## src/wbxbc_pkg.sv

```systemverilog
// shared definitions for the wishbone bus splitter
//   bus and tag width constants
//   request payload struct, initiator to target
//   response payload struct, target to initiator

package wbxbc_pkg;

   //----------------------------------------------------------------------
   // bus widths
   //----------------------------------------------------------------------
   localparam int ADR_WIDTH  = 16;                 // address bus
   localparam int DAT_WIDTH  = 16;                 // read and write data bus
   localparam int SEL_WIDTH  = 2;                  // byte selects
   localparam int TGA_WIDTH  = 1;                  // address tag
   localparam int TGC_WIDTH  = 1;                  // cycle tag
   localparam int TGRD_WIDTH = 1;                  // read data tag
   localparam int TGWD_WIDTH = 1;                  // write data tag

   //----------------------------------------------------------------------
   // request payload
   //----------------------------------------------------------------------
   // everything but cyc and stb, which carry the handshake
   typedef struct packed {
      logic                  we;                   // write enable
      logic                  lock;                 // uninterruptable cycle
      logic [SEL_WIDTH-1:0]  sel;                  // byte selects
      logic [ADR_WIDTH-1:0]  adr;                  // address
      logic [DAT_WIDTH-1:0]  dat;                  // write data
      logic [TGA_WIDTH-1:0]  tga;                  // address tag
      logic [TGC_WIDTH-1:0]  tgc;                  // cycle tag
      logic [TGWD_WIDTH-1:0] tgd;                  // write data tag
   } wb_req_t;

   //----------------------------------------------------------------------
   // response payload
   //----------------------------------------------------------------------
   // ack, err, rty and stall travel as separate levels
   typedef struct packed {
      logic [DAT_WIDTH-1:0]  dat;                  // read data
      logic [TGRD_WIDTH-1:0] tgd;                  // read data tag
   } wb_rsp_t;

endpackage

```

## src/splitter_select.sv

```systemverilog
// target select for the bus splitter
//   lowest-set-bit decode of the one-hot target tag
//   choice held for the duration of a bus cycle

`timescale 1ns/1ps

module splitter_select #(
   parameter int TGT_CNT = 4                       // number of targets
) (
   input  logic               clk_i,               // module clock
   input  logic               rst_n_i,             // async reset, active low
   input  logic               cyc_i,               // initiator bus cycle
   input  logic               stb_i,               // initiator strobe
   input  logic [TGT_CNT-1:0] tgtsel_i,            // target select tag
   output logic [TGT_CNT-1:0] sel_vec_o            // one-hot routing vector
);

   logic [TGT_CNT-1:0] tag_dec;                    // decoded live tag
   logic [TGT_CNT-1:0] sel_q;                      // held choice, zero when empty
   logic               held;                       // a choice is held

   //----------------------------------------------------------------------
   // priority decode
   //----------------------------------------------------------------------
   // x & -x isolates the lowest set bit, so a multi-hot tag
   // collapses to one target and an all-zero tag stays zero
   assign tag_dec = tgtsel_i & (~tgtsel_i + TGT_CNT'(1));

   assign held = |sel_q;                           // empty means no capture yet

   //----------------------------------------------------------------------
   // cycle hold
   //----------------------------------------------------------------------
   always_ff @(posedge clk_i or negedge rst_n_i)
   begin
      if (!rst_n_i)
      begin
         sel_q <= '0;                              // nothing held after reset
      end
      else if (!cyc_i)
      begin
         sel_q <= '0;                              // cycle over, release
      end
      else if (stb_i && !held)
      begin
         sel_q <= tag_dec;                         // first strobe of the cycle
      end
   end

   // held choice wins while the cycle lasts, live tag otherwise
   assign sel_vec_o = (cyc_i && held) ? sel_q : tag_dec;

endmodule

```

## src/splitter_target_port.sv

```systemverilog
// one target port of the bus splitter
//   gates cyc and stb onto the target by its select bit
//   qualifies the target's response levels for the merge

`timescale 1ns/1ps

module splitter_target_port (
   // initiator side
   input  logic               cyc_i,               // initiator bus cycle
   input  logic               stb_i,               // initiator strobe
   input  logic               sel_i,               // this target is selected
   input  wbxbc_pkg::wb_req_t req_i,               // request payload

   // target side
   output logic               tgt_cyc_o,           // target bus cycle
   output logic               tgt_stb_o,           // target strobe
   output wbxbc_pkg::wb_req_t tgt_req_o,           // target request payload
   input  logic               tgt_ack_i,           // target acknowledge
   input  logic               tgt_err_i,           // target error
   input  logic               tgt_rty_i,           // target retry
   input  logic               tgt_stall_i,         // target back-pressure
   input  wbxbc_pkg::wb_rsp_t tgt_rsp_i,           // target read payload

   // towards the merge
   output logic               ack_o,               // qualified ack
   output logic               err_o,               // qualified err
   output logic               rty_o,               // qualified rty
   output logic               stall_o,             // qualified stall
   output wbxbc_pkg::wb_rsp_t rsp_o                // read payload, unqualified
);

   //----------------------------------------------------------------------
   // request path
   //----------------------------------------------------------------------
   assign tgt_cyc_o = cyc_i & sel_i;               // cycle only on selected target
   assign tgt_stb_o = stb_i & sel_i;               // strobes follow the cycle
   assign tgt_req_o = req_i;                       // payload shared by all targets

   //----------------------------------------------------------------------
   // response path
   //----------------------------------------------------------------------
   // an unselected target can still toggle its levels,
   // masking here lets the merge simply OR the ports
   assign ack_o   = tgt_ack_i   & sel_i;
   assign err_o   = tgt_err_i   & sel_i;
   assign rty_o   = tgt_rty_i   & sel_i;
   assign stall_o = tgt_stall_i & sel_i;           // foreign stall ignored

   assign rsp_o   = tgt_rsp_i;                     // merge muxes by sel_vec

endmodule

```

## src/splitter_response_merge.sv

```systemverilog
// response merge of the bus splitter
//   ORs the qualified ack, err, rty and stall of all ports
//   read payload mux by the routing vector
//   err answer for a strobe with no target selected

`timescale 1ns/1ps

module splitter_response_merge #(
   parameter int TGT_CNT = 4                                // number of targets
) (
   input  logic                              cyc_i,         // initiator bus cycle
   input  logic                              stb_i,         // initiator strobe
   input  logic               [TGT_CNT-1:0]  sel_vec_i,     // one-hot routing vector
   input  logic               [TGT_CNT-1:0]  ack_i,         // qualified acks
   input  logic               [TGT_CNT-1:0]  err_i,         // qualified errs
   input  logic               [TGT_CNT-1:0]  rty_i,         // qualified retries
   input  logic               [TGT_CNT-1:0]  stall_i,       // qualified stalls
   input  wbxbc_pkg::wb_rsp_t [TGT_CNT-1:0]  rsp_i,         // raw read payloads
   output logic                              itr_ack_o,     // initiator ack
   output logic                              itr_err_o,     // initiator err
   output logic                              itr_rty_o,     // initiator retry
   output logic                              itr_stall_o,   // initiator stall
   output wbxbc_pkg::wb_rsp_t                itr_rsp_o      // initiator read payload
);

   import wbxbc_pkg::*;

   wb_rsp_t rsp_mux;                                        // payload of chosen target
   logic    unrouted;                                       // strobe without a target

   //----------------------------------------------------------------------
   // handshake levels
   //----------------------------------------------------------------------
   assign unrouted    = cyc_i & stb_i & ~|sel_vec_i;        // nobody would answer

   assign itr_ack_o   = |ack_i;
   assign itr_err_o   = |err_i | unrouted;                  // same-cycle err
   assign itr_rty_o   = |rty_i;
   assign itr_stall_o = |stall_i;                           // zero when unrouted

   //----------------------------------------------------------------------
   // read payload mux
   //----------------------------------------------------------------------
   always_comb
   begin
      rsp_mux = '0;                                         // idle bus reads zero
      for (int k = 0; k < TGT_CNT; k++)
      begin
         if (sel_vec_i[k])
         begin
            rsp_mux = rsp_i[k];                             // sel_vec is one-hot
         end
      end
   end

   assign itr_rsp_o = rsp_mux;

endmodule

```

## src/wbxbc_splitter.sv

```systemverilog
// wishbone pipelined bus splitter, top level
//   one initiator port fanned out to TGT_CNT target ports
//   select, per-target ports and response merge

`timescale 1ns/1ps

module wbxbc_splitter #(
   parameter int TGT_CNT = 4                                // number of targets
) (
   input  logic                              clk_i,         // module clock
   input  logic                              rst_n_i,       // async reset, active low

   // initiator interface
   input  logic                              itr_cyc_i,     // bus cycle
   input  logic                              itr_stb_i,     // strobe
   input  wbxbc_pkg::wb_req_t                itr_req_i,     // request payload
   input  logic               [TGT_CNT-1:0]  itr_tgtsel_i,  // one-hot target tag
   output logic                              itr_ack_o,     // acknowledge
   output logic                              itr_err_o,     // error
   output logic                              itr_rty_o,     // retry
   output logic                              itr_stall_o,   // back-pressure
   output wbxbc_pkg::wb_rsp_t                itr_rsp_o,     // read payload

   // target interfaces
   output logic               [TGT_CNT-1:0]  tgt_cyc_o,     // bus cycles
   output logic               [TGT_CNT-1:0]  tgt_stb_o,     // strobes
   output wbxbc_pkg::wb_req_t [TGT_CNT-1:0]  tgt_req_o,     // request payloads
   input  logic               [TGT_CNT-1:0]  tgt_ack_i,     // acknowledges
   input  logic               [TGT_CNT-1:0]  tgt_err_i,     // errors
   input  logic               [TGT_CNT-1:0]  tgt_rty_i,     // retries
   input  logic               [TGT_CNT-1:0]  tgt_stall_i,   // back-pressure
   input  wbxbc_pkg::wb_rsp_t [TGT_CNT-1:0]  tgt_rsp_i      // read payloads
);

   import wbxbc_pkg::*;

   logic    [TGT_CNT-1:0] sel_vec;                          // routing vector
   logic    [TGT_CNT-1:0] port_ack;                         // qualified per port
   logic    [TGT_CNT-1:0] port_err;
   logic    [TGT_CNT-1:0] port_rty;
   logic    [TGT_CNT-1:0] port_stall;
   wb_rsp_t [TGT_CNT-1:0] port_rsp;                         // raw read payloads

   //----------------------------------------------------------------------
   // target select
   //----------------------------------------------------------------------
   splitter_select #(
      .TGT_CNT   (TGT_CNT)
   ) u_select (
      .clk_i     (clk_i),
      .rst_n_i   (rst_n_i),
      .cyc_i     (itr_cyc_i),
      .stb_i     (itr_stb_i),
      .tgtsel_i  (itr_tgtsel_i),
      .sel_vec_o (sel_vec)
   );

   //----------------------------------------------------------------------
   // target ports
   //----------------------------------------------------------------------
   for (genvar k = 0; k < TGT_CNT; k++)
   begin : g_tgt
      splitter_target_port u_port (
         .cyc_i       (itr_cyc_i),
         .stb_i       (itr_stb_i),
         .sel_i       (sel_vec[k]),                         // own routing bit
         .req_i       (itr_req_i),
         .tgt_cyc_o   (tgt_cyc_o[k]),
         .tgt_stb_o   (tgt_stb_o[k]),
         .tgt_req_o   (tgt_req_o[k]),
         .tgt_ack_i   (tgt_ack_i[k]),
         .tgt_err_i   (tgt_err_i[k]),
         .tgt_rty_i   (tgt_rty_i[k]),
         .tgt_stall_i (tgt_stall_i[k]),
         .tgt_rsp_i   (tgt_rsp_i[k]),
         .ack_o       (port_ack[k]),
         .err_o       (port_err[k]),
         .rty_o       (port_rty[k]),
         .stall_o     (port_stall[k]),
         .rsp_o       (port_rsp[k])
      );
   end

   //----------------------------------------------------------------------
   // response merge
   //----------------------------------------------------------------------
   splitter_response_merge #(
      .TGT_CNT     (TGT_CNT)
   ) u_merge (
      .cyc_i       (itr_cyc_i),
      .stb_i       (itr_stb_i),
      .sel_vec_i   (sel_vec),
      .ack_i       (port_ack),
      .err_i       (port_err),
      .rty_i       (port_rty),
      .stall_i     (port_stall),
      .rsp_i       (port_rsp),
      .itr_ack_o   (itr_ack_o),
      .itr_err_o   (itr_err_o),
      .itr_rty_o   (itr_rty_o),
      .itr_stall_o (itr_stall_o),
      .itr_rsp_o   (itr_rsp_o)
   );

endmodule

```

## config.mk

```make
export PLATFORM = sky130hd
export DESIGN_NAME = wbxbc_splitter
export DESIGN_NICKNAME = d
export VERILOG_FILES = /design/src/wbxbc_pkg.sv /design/src/splitter_select.sv /design/src/splitter_target_port.sv /design/src/splitter_response_merge.sv /design/src/wbxbc_splitter.sv
export SDC_FILE = /design/constraint.sdc
export NUM_CORES = 1
export LEC_CHECK = 0
export ABC_AREA = 1
export BUFFER_PORTS_ARGS = -buffer_cell sky130_fd_sc_hd__clkbuf_2
export CAP_MARGIN = 20
export CORE_AREA = 8 8 115 117
export CTS_BUF_LIST = sky130_fd_sc_hd__clkbuf_4 sky130_fd_sc_hd__clkbuf_8 sky130_fd_sc_hd__clkbuf_16
export CTS_CLUSTER_DIAMETER = 200
export CTS_CLUSTER_SIZE = 12
export DETAILED_ROUTE_END_ITERATION = 8
export DIE_AREA = 0 0 123 125
export PLACE_DENSITY = 0.69
export REMOVE_ABC_BUFFERS = 1
export SYNTH_ARGS = -nofsm -noshare
export SYNTH_HDL_FRONTEND = slang
export SYNTH_SLANG_ARGS = --single-unit
```

## constraint.sdc

```tcl
create_clock -name clk_i -period 2.2 [get_ports clk_i]
set_input_delay 0.22 -clock clk_i [delete_from_list [all_inputs] [get_ports clk_i]]
set_output_delay 0.22 -clock clk_i [all_outputs]
set_load 0.05 [all_outputs]
```

==> results.json <==
{
  "layout-drive-gt1-share_pct": 37.7,
  "ys_types": 23,
  "largest_reg_flops": 4,
  "vias": 2301,
  "cp_common_cell": "nand2_1",
  "crit_path_cell_trace": "nor2_2, nand2_4, nand3b_1, nand2_2, buf_6, o21ai_0, inv_1, nand2_1, nand2_1, buf_12",
  "die-area_um2": 15400,
  "report.final.slew_viol_count": 0,
  "ant_nets": 0,
  "clockBufferDepth": 2,
  "relSlewSlack_pct": 79.3,
  "coreArea_um2": 11600,
  "p_clk_share_pct": 20.4,
  "biggestRegsByFlops": "u_select.sel_q: 4 flops",
  "die_y_um": 125,
  "placed_cells": 522,
  "finalSetupTns_ns": 0,
  "synth_top_area_cell": "buf_4",
  "p_int_mw": 0.719,
  "whs_ns": 0.292,
  "yosys_warnings": 0,
  "track_usage_pct": 18.9,
  "gp_congestion": 0.924,
  "power_density_nw_per_um2": 601,
  "drv_cap": 0,
  "period_share_pct": 93.3,
  "worst_pin_slew_ns": 0.313,
  "antenna_found_initial": 0,
  "nFillCells": 1357,
  "totalPowerFinal_mw": 1.43,
  "ys_ff_latch": 4,
  "mostFrequentLayoutCell": "nand2_1",
  "cts_root_buf": "clkbuf_16",
  "arrival_ns": 1.83,
  "finalNetCount": 512,
  "numCtsBuffers": 3,
  "diodes": 0,
  "worstHoldPathType": "input port to flip-flop",
  "status": "finished, final reports clean",
  "crit_fanout": 16,
  "dr.pass1.iters": 4,
  "finalSetupViolCount": 0,
  "grt_pass1_vias": 2429,
  "p_sw_mw": 0.712,
  "initial_utilization_pct": 21.4,
  "endpoint_kind": "output port",
  "drc": 0,
  "syn_to_final_growth_pct": -4.08,
  "pwr-share-seq_pct": 5.6,
  "rsz0062_at_grt": "false",
  "grt_max_degree": 24,
  "cellLeakagePower_nw": 1.38,
  "fin_skew_ns": 0.000997,
  "h-tree-depth": 1,
  "fmax_mhz": 487,
  "cp.required_ns": 1.98,
  "grt_overflow_total": 0,
  "drt_iter0_drc": 88,
  "final.min_clock_period_ns": 2.05,
  "die_w_um": 123,
  "seq_area_frac_synth_pct": 4.03,
  "worst_skew_pair.late_latency_ns": 0.23,
  "crit_slowest_cell": "dfrtp_1",
  "cp-start-kind": "flip-flop",
  "max_stage_delay_ns": 0.39,
  "postSynthCellCount": 423,
  "tritoncts": "built",
  "path_class": "flip-flop to output port",
  "num_io_pins": 316,
  "vdd_ir_drop_max_mv": 0.265,
  "io_buffers": 120,
  "hold_viol_final": 0,
  "swShare_pct": 49.8,
  "yosysTopAreaCellShare_pct": 50.5,
  "grt_pass1_wl_um": 19900,
  "hpwl_um": 13100,
  "critPathTopFamily": "simple AND/OR/NAND/NOR gates",
  "mostFrequentLayoutCells": "nand2_1, clkbuf_2, nand3_1",
  "wl_per_cell_um": 29.0,
  "wirelength_um": 15200,
  "viasPerCell": 4.37,
  "final_cells": 526,
  "top_register": "u_select.sel_q",
  "syn_area_um2": 2480,
  "avgSynthCellArea_um2": 5.87,
  "num_rows": 40,
  "crit_buf_inv": 3,
  "pwr-share-comb_pct": 74.0,
  "path_clk_slew_ns": 0.03,
  "reg2reg_setup_slack_ns": 1.11,
  "synth_area_leaders": "buf_4, nand2_1, nand3_1, inv_1, dfrtp_1",
  "cts.sinks": 4
}
logic make-up (layout without fill, tap and decap cells):
| kind of cell | count (synthesis) | after routing | share of synthesized area (%) |
|---|---|---|---|
| buf+inv | 219 | 175 | 59.7 |
| compound gates | 22 | 22 | 5.19 |
| simple gates | 178 | 178 | 31.1 |
| flops | 4 | 4 | 4.03 |
per-stage QoR:
step	util (%)	setup slack, ns	area (um2)
after floorplan	-	-0.0844	1150
after global placement	19.5	0.319	2270
after detailed placement	19.5	0.261	2270
after CTS	20.3	0.00484	2350
after global routing	20.5	0.0148	2380
final	20.5	0.148	2380
final cells by class:
type                       count  area [um2]  area share (%)
timing repair buffer         131         957            40.2
multi-input combinational    200         911            38.3
tap                          147         184            7.72
inverter                      41         154            6.46
sequential                     4         100            4.20
clock buffer                   3        75.1            3.15
Yosys cell counts:
| library cell | count |
|---|---|
| buf_4 | 167 |
| nand2_1 | 116 |
| nand3_1 | 37 |
| inv_1 | 30 |
| nor2_1 | 13 |
| o21ai_0 | 12 |
| clkinv_1 | 10 |
| buf_2 | 8 |
| o21ai_1 | 7 |
| dfrtp_1 | 4 |
| buf_6 | 3 |
| nand4_1 | 3 |
| nand2_4 | 2 |
| nor2_2 | 2 |
| a21boi_4 | 1 |
| inv_2 | 1 |
| nand2_2 | 1 |
| nand2_8 | 1 |
| nand3_2 | 1 |
| nand3b_1 | 1 |
| nor3_1 | 1 |
| o22ai_1 | 1 |
| o41ai_1 | 1 |
power by group through the flow:
stage / clock, mW / combinational, mW / sequential [mW]
final: 0.292 / 1.06 / 0.0797
after global routing: 0.296 / 1.14 / 0.0798
after CTS: 0.293 / 1.06 / 0.0797
after detailed placement: 0 / 1.06 / 0.0804
after global placement: 0 / 1.05 / 0.0802
after floorplan: 0 / 0.580 / 0.0801
worst register-to-register path, stage by stage (launching register included):
cell,delay (ns)
dfrtp_1,0.39
nor2_2,0.15
nand2_4,0.10
nand2_8,0.10
nand2_1,0.09
o21ai_0,0.17
metal layers:
layer / wire length [um] / GRT usage [%]
met5: 119 / 8.65
met4: 81 / 2.48
met3: 3310 / 17.7
met2: 7230 / 31.3
met1: 4490 / 16.3
timing repair:
action	in CTS	in global routing
gates resized for setup	0	12
hold endpoints to repair	4	0
buffers inserted	0	0
endpoints found under the setup margin	0	16
hold buffers	1	0
worst paths after layout:
check                                  start           endpoint  depth (start not counted)
min                          itr_tgtsel_i[3]  u_select.sel_q[3]                          3
min in group asynchronous            rst_n_i  u_select.sel_q[3]                          2
max                        u_select.sel_q[1]       itr_rsp_o[5]                         10
min reg2reg                u_select.sel_q[2]  u_select.sel_q[2]                          2
max in group asynchronous            rst_n_i  u_select.sel_q[1]                          2
max reg2reg                u_select.sel_q[1]  u_select.sel_q[0]                          5
Power figures use the tool's default switching activity.
